## src/verilog/cpuControlPkg.sv

```systemverilog
package cpuControlPkg;

	localparam int opcodeWidth = 8;
	localparam int regCount = 14;

	typedef logic [opcodeWidth-1:0] opcode_t;
	typedef logic [regCount-1:0] regMask_t;

	// bit positions inside the write, increment and reset masks
	localparam int regPc = 0;
	localparam int regIr = 1;
	localparam int regGsp = 2;
	localparam int regRp = 3;
	localparam int regCp = 4;
	localparam int regStp = 5;
	localparam int regCid = 6;
	localparam int regEopc = 7;
	localparam int regMc = 8;
	localparam int regMv = 9;
	localparam int regWv = 10;
	localparam int regMulr = 11;
	localparam int regAddr = 12;
	localparam int regAc = 13;

	typedef enum logic [2:0] {aluNone, aluAdd, aluMul, aluDiv, aluMod} aluOp_t;

	typedef enum logic [3:0] {
		bsAc, bsMemOut, bsAddr, bsMulr, bsMv, bsWv, bsCid, bsRp, bsCp, bsStp
	} busSel_t;

	typedef enum logic [1:0] {ptrGsp, ptrStp, ptrRp, ptrCp} ptrSel_t;

	typedef enum logic [1:0] {memIdle, memRead, memWrite} memCtrl_t;

	// opcode entry states sit below 8'h80 and equal their opcode,
	// internal states have the top bit set so no opcode can reach them
	typedef enum logic [opcodeWidth-1:0] {
		rstAll = 8'h01, rstAc = 8'h02, rstAddr = 8'h03, rstGsp = 8'h04,
		rstMc = 8'h05, rstCp = 8'h06, rstRp = 8'h07,
		incGsp = 8'h08, incAc = 8'h09, incCp = 8'h0A, incRp = 8'h0B,
		incMc = 8'h0C, incStp = 8'h0D,
		ldAddr1 = 8'h10, ldAc1 = 8'h11, ldMulr1 = 8'h12, ldRp1 = 8'h13,
		ldCp1 = 8'h14, stSp1 = 8'h15,
		add = 8'h18, mul1 = 8'h19, mul2 = 8'h1A, div = 8'h1B, mod = 8'h1C,
		mStp = 8'h20, mRp = 8'h21, mCp = 8'h22, mWv = 8'h23,
		mEopc = 8'h24, mAddr = 8'h25, mCid = 8'h26, mMv = 8'h27,
		mCidAc = 8'h28, mRpAc = 8'h29, mCpAc = 8'h2A, mStpAc = 8'h2B,
		jz1 = 8'h30, jz2 = 8'h31,
		fetch1 = 8'h80, fetch2 = 8'h81,
		ldAddr2 = 8'h90, ldAc2 = 8'h91, ldMulr2 = 8'h92, ldRp2 = 8'h93,
		ldCp2 = 8'h94, stSp2 = 8'h95,
		jz1Yes1 = 8'hA0, jz1Yes2 = 8'hA1, jz1Yes3 = 8'hA2,
		jz1No1 = 8'hA3, jz1No2 = 8'hA4,
		jz2Yes1 = 8'hA8, jz2Yes2 = 8'hA9, jz2Yes3 = 8'hAA,
		jz2No1 = 8'hAB, jz2No2 = 8'hAC
	} ctrlState_t;

	// unused code, taken in place of any opcode that hits an internal state
	localparam opcode_t opIllegal = 8'h7F;

endpackage

```

## src/verilog/controlBus.sv

```systemverilog
`timescale 1ns/1ps

interface controlBus;

	cpuControlPkg::aluOp_t aluOp;
	cpuControlPkg::busSel_t busSelect;
	cpuControlPkg::ptrSel_t ptrSelect;
	cpuControlPkg::memCtrl_t memCtrl;
	cpuControlPkg::regMask_t wrtEn;
	cpuControlPkg::regMask_t incEn;
	cpuControlPkg::regMask_t rstEn;

	modport decoder (
		output aluOp, busSelect, ptrSelect, memCtrl,
		output wrtEn, incEn, rstEn
	);

	// top level side
	modport sink (
		input aluOp, busSelect, ptrSelect, memCtrl,
		input wrtEn, incEn, rstEn
	);

endinterface

```

## src/verilog/controlSequencer.sv

```systemverilog
`timescale 1ns/1ps

module controlSequencer (
	input logic clk,
	input logic reset,
	input cpuControlPkg::opcode_t ins,
	input logic instrReady,
	input logic dataReady,
	input logic z1,
	input logic z2,
	output logic instrAck,
	output logic dataAck,
	output cpuControlPkg::ctrlState_t state
);

	cpuControlPkg::ctrlState_t nextState;

	always_ff @(posedge clk) begin
		if (reset) begin
			state <= cpuControlPkg::fetch1;
		end else begin
			state <= nextState;
		end
	end

	// execute states, second halves and unknown codes all fall back to fetch1
	always_comb begin
		nextState = cpuControlPkg::fetch1;
		instrAck = 1'b0;
		dataAck = 1'b0;
		case (state)
			cpuControlPkg::fetch1: begin
				instrAck = instrReady;
				nextState = instrReady ? cpuControlPkg::fetch2 : state;
			end
			cpuControlPkg::fetch2: begin
				// opcode value is the entry state
				if (ins[cpuControlPkg::opcodeWidth-1]) begin
					nextState = cpuControlPkg::ctrlState_t'(cpuControlPkg::opIllegal);
				end else begin
					nextState = cpuControlPkg::ctrlState_t'(ins);
				end
			end

			// wait for data memory
			cpuControlPkg::ldAddr1: begin
				dataAck = dataReady;
				nextState = dataReady ? cpuControlPkg::ldAddr2 : state;
			end
			cpuControlPkg::ldAc1: begin
				dataAck = dataReady;
				nextState = dataReady ? cpuControlPkg::ldAc2 : state;
			end
			cpuControlPkg::ldMulr1: begin
				dataAck = dataReady;
				nextState = dataReady ? cpuControlPkg::ldMulr2 : state;
			end
			cpuControlPkg::ldRp1: begin
				dataAck = dataReady;
				nextState = dataReady ? cpuControlPkg::ldRp2 : state;
			end
			cpuControlPkg::ldCp1: begin
				dataAck = dataReady;
				nextState = dataReady ? cpuControlPkg::ldCp2 : state;
			end
			cpuControlPkg::stSp1: begin
				dataAck = dataReady;
				nextState = dataReady ? cpuControlPkg::stSp2 : state;
			end

			// jz1 taken on z1 high
			cpuControlPkg::jz1: begin
				nextState = z1 ? cpuControlPkg::jz1Yes1 : cpuControlPkg::jz1No1;
			end
			cpuControlPkg::jz1Yes1: begin
				instrAck = instrReady;
				nextState = instrReady ? cpuControlPkg::jz1Yes2 : state;
			end
			cpuControlPkg::jz1Yes2: begin
				nextState = cpuControlPkg::jz1Yes3;
			end
			cpuControlPkg::jz1No1: begin
				nextState = cpuControlPkg::jz1No2;
			end

			// jz2 taken on z2 low
			cpuControlPkg::jz2: begin
				nextState = z2 ? cpuControlPkg::jz2No1 : cpuControlPkg::jz2Yes1;
			end
			cpuControlPkg::jz2Yes1: begin
				instrAck = instrReady;
				nextState = instrReady ? cpuControlPkg::jz2Yes2 : state;
			end
			cpuControlPkg::jz2Yes2: begin
				nextState = cpuControlPkg::jz2Yes3;
			end
			cpuControlPkg::jz2No1: begin
				nextState = cpuControlPkg::jz2No2;
			end

			default: begin
				nextState = cpuControlPkg::fetch1;
			end
		endcase
	end

endmodule

```

## src/verilog/controlWordDecoder.sv

```systemverilog
`timescale 1ns/1ps

module controlWordDecoder (
	input cpuControlPkg::ctrlState_t state,
	controlBus.decoder ctrl
);

	always_comb begin
		// idle word, each state overrides what it needs
		ctrl.aluOp = cpuControlPkg::aluNone;
		ctrl.busSelect = cpuControlPkg::bsAc;
		ctrl.ptrSelect = cpuControlPkg::ptrGsp;
		ctrl.memCtrl = cpuControlPkg::memIdle;
		ctrl.wrtEn = '0;
		ctrl.incEn = '0;
		ctrl.rstEn = '0;
		case (state)
			cpuControlPkg::fetch1: ctrl.ptrSelect = cpuControlPkg::ptrStp;
			cpuControlPkg::fetch2: begin
				ctrl.incEn[cpuControlPkg::regPc] = 1'b1;
				ctrl.wrtEn[cpuControlPkg::regIr] = 1'b1;
			end

			// everything but PC and IR
			cpuControlPkg::rstAll: begin
				ctrl.rstEn = '1;
				ctrl.rstEn[cpuControlPkg::regPc] = 1'b0;
				ctrl.rstEn[cpuControlPkg::regIr] = 1'b0;
			end
			cpuControlPkg::rstAc: ctrl.rstEn[cpuControlPkg::regAc] = 1'b1;
			cpuControlPkg::rstAddr: ctrl.rstEn[cpuControlPkg::regAddr] = 1'b1;
			cpuControlPkg::rstGsp: ctrl.rstEn[cpuControlPkg::regGsp] = 1'b1;
			cpuControlPkg::rstMc: ctrl.rstEn[cpuControlPkg::regMc] = 1'b1;
			cpuControlPkg::rstCp: ctrl.rstEn[cpuControlPkg::regCp] = 1'b1;
			cpuControlPkg::rstRp: ctrl.rstEn[cpuControlPkg::regRp] = 1'b1;

			cpuControlPkg::incGsp: ctrl.incEn[cpuControlPkg::regGsp] = 1'b1;
			cpuControlPkg::incAc: ctrl.incEn[cpuControlPkg::regAc] = 1'b1;
			cpuControlPkg::incCp: ctrl.incEn[cpuControlPkg::regCp] = 1'b1;
			cpuControlPkg::incRp: ctrl.incEn[cpuControlPkg::regRp] = 1'b1;
			cpuControlPkg::incMc: ctrl.incEn[cpuControlPkg::regMc] = 1'b1;
			cpuControlPkg::incStp: ctrl.incEn[cpuControlPkg::regStp] = 1'b1;

			cpuControlPkg::ldAddr1, cpuControlPkg::ldAc1, cpuControlPkg::ldMulr1: begin
				ctrl.memCtrl = cpuControlPkg::memRead;
			end
			cpuControlPkg::ldRp1: begin
				ctrl.memCtrl = cpuControlPkg::memRead;
				ctrl.ptrSelect = cpuControlPkg::ptrRp;
			end
			cpuControlPkg::ldCp1: begin
				ctrl.memCtrl = cpuControlPkg::memRead;
				ctrl.ptrSelect = cpuControlPkg::ptrCp;
			end
			cpuControlPkg::ldAddr2: begin
				ctrl.busSelect = cpuControlPkg::bsMemOut;
				ctrl.wrtEn[cpuControlPkg::regAddr] = 1'b1;
			end
			// rp load lands in MULR, cp load in AC
			cpuControlPkg::ldAc2, cpuControlPkg::ldCp2: begin
				ctrl.busSelect = cpuControlPkg::bsMemOut;
				ctrl.wrtEn[cpuControlPkg::regAc] = 1'b1;
			end
			cpuControlPkg::ldMulr2, cpuControlPkg::ldRp2: begin
				ctrl.busSelect = cpuControlPkg::bsMemOut;
				ctrl.wrtEn[cpuControlPkg::regMulr] = 1'b1;
			end

			cpuControlPkg::stSp1: ctrl.ptrSelect = cpuControlPkg::ptrStp;
			cpuControlPkg::stSp2: begin
				ctrl.ptrSelect = cpuControlPkg::ptrStp;
				ctrl.memCtrl = cpuControlPkg::memWrite;
			end

			cpuControlPkg::add: begin
				ctrl.aluOp = cpuControlPkg::aluAdd;
				ctrl.busSelect = cpuControlPkg::bsAddr;
			end
			cpuControlPkg::mul1: begin
				ctrl.aluOp = cpuControlPkg::aluMul;
				ctrl.busSelect = cpuControlPkg::bsMulr;
			end
			cpuControlPkg::mul2: begin
				ctrl.aluOp = cpuControlPkg::aluMul;
				ctrl.busSelect = cpuControlPkg::bsMv;
			end
			cpuControlPkg::div: begin
				ctrl.aluOp = cpuControlPkg::aluDiv;
				ctrl.busSelect = cpuControlPkg::bsWv;
			end
			cpuControlPkg::mod: begin
				ctrl.aluOp = cpuControlPkg::aluMod;
				ctrl.busSelect = cpuControlPkg::bsWv;
			end

			// moves out of AC, bus stays on AC
			cpuControlPkg::mStp: ctrl.wrtEn[cpuControlPkg::regStp] = 1'b1;
			cpuControlPkg::mRp: ctrl.wrtEn[cpuControlPkg::regRp] = 1'b1;
			cpuControlPkg::mCp: ctrl.wrtEn[cpuControlPkg::regCp] = 1'b1;
			cpuControlPkg::mWv: ctrl.wrtEn[cpuControlPkg::regWv] = 1'b1;
			cpuControlPkg::mEopc: ctrl.wrtEn[cpuControlPkg::regEopc] = 1'b1;
			cpuControlPkg::mAddr: ctrl.wrtEn[cpuControlPkg::regAddr] = 1'b1;
			cpuControlPkg::mCid: ctrl.wrtEn[cpuControlPkg::regCid] = 1'b1;
			cpuControlPkg::mMv: ctrl.wrtEn[cpuControlPkg::regMv] = 1'b1;

			cpuControlPkg::mCidAc, cpuControlPkg::mRpAc, cpuControlPkg::mCpAc,
			cpuControlPkg::mStpAc: begin
				ctrl.wrtEn[cpuControlPkg::regAc] = 1'b1;
				case (state)
					cpuControlPkg::mCidAc: ctrl.busSelect = cpuControlPkg::bsCid;
					cpuControlPkg::mRpAc: ctrl.busSelect = cpuControlPkg::bsRp;
					cpuControlPkg::mCpAc: ctrl.busSelect = cpuControlPkg::bsCp;
					default: ctrl.busSelect = cpuControlPkg::bsStp;
				endcase
			end

			// jump target fetch, then PC load
			cpuControlPkg::jz1Yes1, cpuControlPkg::jz2Yes1: ctrl.wrtEn[cpuControlPkg::regIr] = 1'b1;
			cpuControlPkg::jz1Yes2, cpuControlPkg::jz2Yes2: ctrl.wrtEn[cpuControlPkg::regPc] = 1'b1;
			cpuControlPkg::jz1No1, cpuControlPkg::jz2No1: begin
				ctrl.incEn[cpuControlPkg::regPc] = 1'b1;
				ctrl.wrtEn[cpuControlPkg::regIr] = 1'b1;
			end

			default: ctrl.aluOp = cpuControlPkg::aluNone;
		endcase
	end

endmodule

```

## src/verilog/cpuControl.sv

```systemverilog
`timescale 1ns/1ps

module cpuControl (
	input logic clk,
	input logic reset,
	input cpuControlPkg::opcode_t ins,
	input logic instrReady,
	input logic dataReady,
	input logic z1,
	input logic z2,
	output cpuControlPkg::aluOp_t aluOp,
	output cpuControlPkg::busSel_t busSelect,
	output cpuControlPkg::ptrSel_t ptrSelect,
	output cpuControlPkg::memCtrl_t memCtrl,
	output cpuControlPkg::regMask_t wrtEn,
	output cpuControlPkg::regMask_t incEn,
	output cpuControlPkg::regMask_t rstEn,
	output logic instrAck,
	output logic dataAck
);

	cpuControlPkg::ctrlState_t state;

	controlBus ctrlBus ();

	controlSequencer u_sequencer (
		.clk        (clk),
		.reset      (reset),
		.ins        (ins),
		.instrReady (instrReady),
		.dataReady  (dataReady),
		.z1         (z1),
		.z2         (z2),
		.instrAck   (instrAck),
		.dataAck    (dataAck),
		.state      (state)
	);

	controlWordDecoder u_decoder (
		.state (state),
		.ctrl  (ctrlBus.decoder)
	);

	// control word straight from the state register
	assign aluOp = ctrlBus.aluOp;
	assign busSelect = ctrlBus.busSelect;
	assign ptrSelect = ctrlBus.ptrSelect;
	assign memCtrl = ctrlBus.memCtrl;
	assign wrtEn = ctrlBus.wrtEn;
	assign incEn = ctrlBus.incEn;
	assign rstEn = ctrlBus.rstEn;

endmodule

```

## config.mk

```make
export PLATFORM = sky130hd
export DESIGN_NAME = cpuControl
export DESIGN_NICKNAME = d
export VERILOG_FILES = /design/src/verilog/cpuControlPkg.sv /design/src/verilog/controlBus.sv /design/src/verilog/controlSequencer.sv /design/src/verilog/controlWordDecoder.sv /design/src/verilog/cpuControl.sv
export SDC_FILE = /design/constraint.sdc
export NUM_CORES = 1
export LEC_CHECK = 0
export BUFFER_PORTS_ARGS = -buffer_cell sky130_fd_sc_hd__buf_2
export CAP_MARGIN = 25
export CELL_PAD_IN_SITES_DETAIL_PLACEMENT = 0
export CELL_PAD_IN_SITES_GLOBAL_PLACEMENT = 2
export CORE_ASPECT_RATIO = 0.9
export CORE_MARGIN = 4
export CORE_UTILIZATION = 23
export CTS_BUF_LIST = sky130_fd_sc_hd__clkbuf_4
export DETAILED_ROUTE_END_ITERATION = 10
export GPL_TIMING_DRIVEN = 0
export PLACE_DENSITY_LB_ADDON = 0.1
export SLEW_MARGIN = 20
export SYNTH_ARGS = -nofsm -noshare
export SYNTH_HDL_FRONTEND = slang
export SYNTH_SLANG_ARGS = --single-unit
```

## constraint.sdc

```tcl
create_clock -name clk -period 4.1 [get_ports clk]
set_clock_uncertainty 0.05 [all_clocks]
set_input_delay 0.82 -clock clk [delete_from_list [all_inputs] [get_ports clk]]
set_output_delay 0.82 -clock clk [all_outputs]
set_load 0.005 [all_outputs]
```

==> run metrics <==
run status=finished clean; commonest non-fill, non-tap cell in the layout=sky130_fd_sc_hd__buf_2; unrepaired setup endpoints after global routing=false; total leakage power=0.770 nW; floorplan die area=6250 sq um; I/O Buffers=56; most frequent cells in the layout=60 x sky130_fd_sc_hd__buf_2, 25 x sky130_fd_sc_hd__nor2_1, 16 x sky130_fd_sc_hd__buf_4; Post-synth EDFFs=0; worst-path maximum fanout=10; cell area after synthesis=1160 sq um; number of distinct standard cells referenced by the synthesized netlist=47; transition time of the tightest slew-check pin=934 ps; worst path bufs/invs=3; GRT Residual Overflow=0; clock sinks=8; sequence of cells on the critical path=clkbuf_1 -> inv_1 -> nor2_1 -> a21oi_1 -> o221ai_1 -> buf_2; Top FF cell, synth=sky130_fd_sc_hd__dfxtp_1; Site Rows=24; number of hold buffers added after CTS=0; overall routing resource usage=13.9%; required time of the critical path=3230 ps; gate count of the mapped netlist=177; horizontal die dimension=82.9 um; cell at the root of the clock tree=sky130_fd_sc_hd__clkbuf_4; boundary pin count=69; number of design-rule violations left by the first detailed-router iteration=67; Top Layer Used=met4; post-detailed-route count of antenna-violating nets=0; wire length of the first global-routing pass=7070 um; routed length on met3=330 um; max-cap check violation count=0; proportion of synthesized flip-flops having asynchronous set or reset=0%; largest voltage drop on the vdd net=0.000147 V; DRT met1 WL=2210 um; Total Routed Length=4490 um; largest stage delay on the critical path=470 ps; largest register by flop count=u_sequencer.state; area added between synthesis and finish=36.3%; worst hold margin=652 ps; initial core utilization=23.9%; flip-flop count of the largest register, all copies and words added=8; Setup CP Type=flop to output port; global placer's final weighted congestion=0.763; clock transition at the registers of the reported paths=50 ps; post-detailed-route DRC marker count=0; detailed-routing iteration count for the pre-antenna-repair pass=4; areal power density over the cells=414 nW/um^2; clock latency at the later pin of the worst-skew pair=250 ps; met2 wire len=1920 um; vias post-DR=1,438; fraction of the cycle the final worst path needs=73.0%; Longest Clk Path Bufs=2; area inside the core boundary=4860 sq um; data arrival time of the critical path=2120 ps; Finish-stage setup viols=0; Synth warnings=0; remaining max-slew budget at the tightest pin=36.9%; die outline height=75.4 um; number of buffers added by the clock tree synthesis step=3; vias in the first global route=1,372; largest registers in the final layout=u_sequencer.state (8); antenna violations before repair=0; post_cts resized=0; maximum number of pins on one net before global-route repair=11; final critical delay including setup and external delays=2990 ps; synthesized area per cell=6.56 sq um; number of nets at the end of the flow=262; layout cells sized above 1=36.6%; antenna diode count=0; gate family responsible for the most delay along the worst path=buffers and inverters; via/cell ratio=4.62; Max H-tree Level=1; maximum clock rate=334 MHz; TritonCTS clock tree=built; kind of capture point of the worst setup path=output port; Synth Register Bits=8; critical path startpoint category=flop; Final Hold Vio Count=0; setup bufs post-CTS=0; number of max-slew violations in the final report=0; fraction of the yosys area taken by sequential cells=13.8%; classification of the worst-slack hold path=flop to flop; final sum of negative setup slack=0 ps; Max stage delay cell, worst path=sky130_fd_sc_hd__nor2_1; sum of net half-perimeters after detailed placement=3560 um; post-detailed-route wirelength per cell=14.4 um
[worst paths after layout]
check / from / endpoint / slack [ps] / cells after the start
setup / recovery: u_sequencer.state[1]$_SDFFE_PP0P_ / busSelect[0] / 1110 / 6
hold / removal: u_sequencer.state[1]$_SDFFE_PP0P_ / u_sequencer.state[7]$_SDFFE_PP1P_ / 650 / 3
setup reg to reg: u_sequencer.state[7]$_SDFFE_PP1P_ / u_sequencer.state[2]$_SDFFE_PP0P_ / 2190 / 4
hold reg to reg: u_sequencer.state[1]$_SDFFE_PP0P_ / u_sequencer.state[7]$_SDFFE_PP1P_ / 650 / 3
[worst min-delay path, delay by kind of cell, from the launching register on]
kind / cells / cell delay [ps]
compound gates: 1 / 120
flops: 1 / 320
simple gates: 2 / 230
[layout make-up]
cell class | count | area (sq um)
fillers | 575 | 3280
multi-input cells | 141 | 823
repair buffers | 56 | 280
plain buffers | 34 | 200
flip-flops and latches | 8 | 160
well taps | 65 | 81.3
clock buffers | 3 | 22.5
inverters | 4 | 15.0
[cells in the mapped netlist (2+ instances only)]
cell type | n | area share [%]
sky130_fd_sc_hd__and2_1 | 2 | 1.1
sky130_fd_sc_hd__clkbuf_1 | 13 | 4.2
sky130_fd_sc_hd__nand4_1 | 3 | 1.6
sky130_fd_sc_hd__nor3b_1 | 2 | 1.3
sky130_fd_sc_hd__nor4b_1 | 3 | 2.3
sky130_fd_sc_hd__o21ai_0 | 3 | 1.3
sky130_fd_sc_hd__nand2_1 | 11 | 3.6
sky130_fd_sc_hd__inv_1 | 4 | 1.3
sky130_fd_sc_hd__o21ai_1 | 4 | 1.7
sky130_fd_sc_hd__or4b_4 | 2 | 2.4
sky130_fd_sc_hd__dfxtp_1 | 8 | 14
sky130_fd_sc_hd__a31oi_1 | 4 | 2.2
sky130_fd_sc_hd__and3_1 | 5 | 2.7
sky130_fd_sc_hd__nand3_1 | 4 | 1.7
sky130_fd_sc_hd__nand2b_1 | 7 | 3.8
sky130_fd_sc_hd__a21oi_1 | 7 | 3.0
sky130_fd_sc_hd__nand3b_1 | 2 | 1.3
sky130_fd_sc_hd__nor3_1 | 13 | 5.6
sky130_fd_sc_hd__buf_2 | 4 | 1.7
sky130_fd_sc_hd__nor4_1 | 5 | 2.7
sky130_fd_sc_hd__buf_4 | 16 | 10
sky130_fd_sc_hd__nor2_1 | 25 | 8.1
sky130_fd_sc_hd__nor2b_1 | 6 | 3.2
[per-layer routing]
metal,vias up,global-route usage (%)
met2,58,21.4
met1,635,20.1
met5,-,0
li1,741,-
met4,0,2.90
met3,4,2.81
[cell families (layout without fill, tap and decap cells)]
logic type	count (synthesis)	in the layout	share of synthesized area, %
and+or+nand+nor	98	98	48.4
buffers and inverters	38	97	18.5
AOI/OAI and AO/OA	30	30	17.2
DFF	8	8	13.8
other	1	11	0.323
xor gates and xnor gates	1	1	0.754
muxes	1	1	0.970
[report_power, final]
part | switching (mW) | internal, mW | leakage (nW)
combinational | 0.302 | 0.188 | 0.691
clock | 0.0265 | 0.0335 | 0.0138
sequential | 0.00722 | 0.0981 | 0.0653
[stage by stage]
stage          power, mW  worst slack (ps)  area (sq um)  cells  util [%]
2_1_floorplan      0.450              1710          1200    187         -
3_3_place_gp       0.604              1350          1560    308      32.1
3_5_place_dp       0.594              1390          1560    308      32.1
4_1_cts            0.659              1100          1580    311      32.5
5_1_grt            0.722               921          1580    311      32.5
6_report           0.655              1110          1580    311      32.5
No activity file was read; power rests on OpenSTA's default activity.
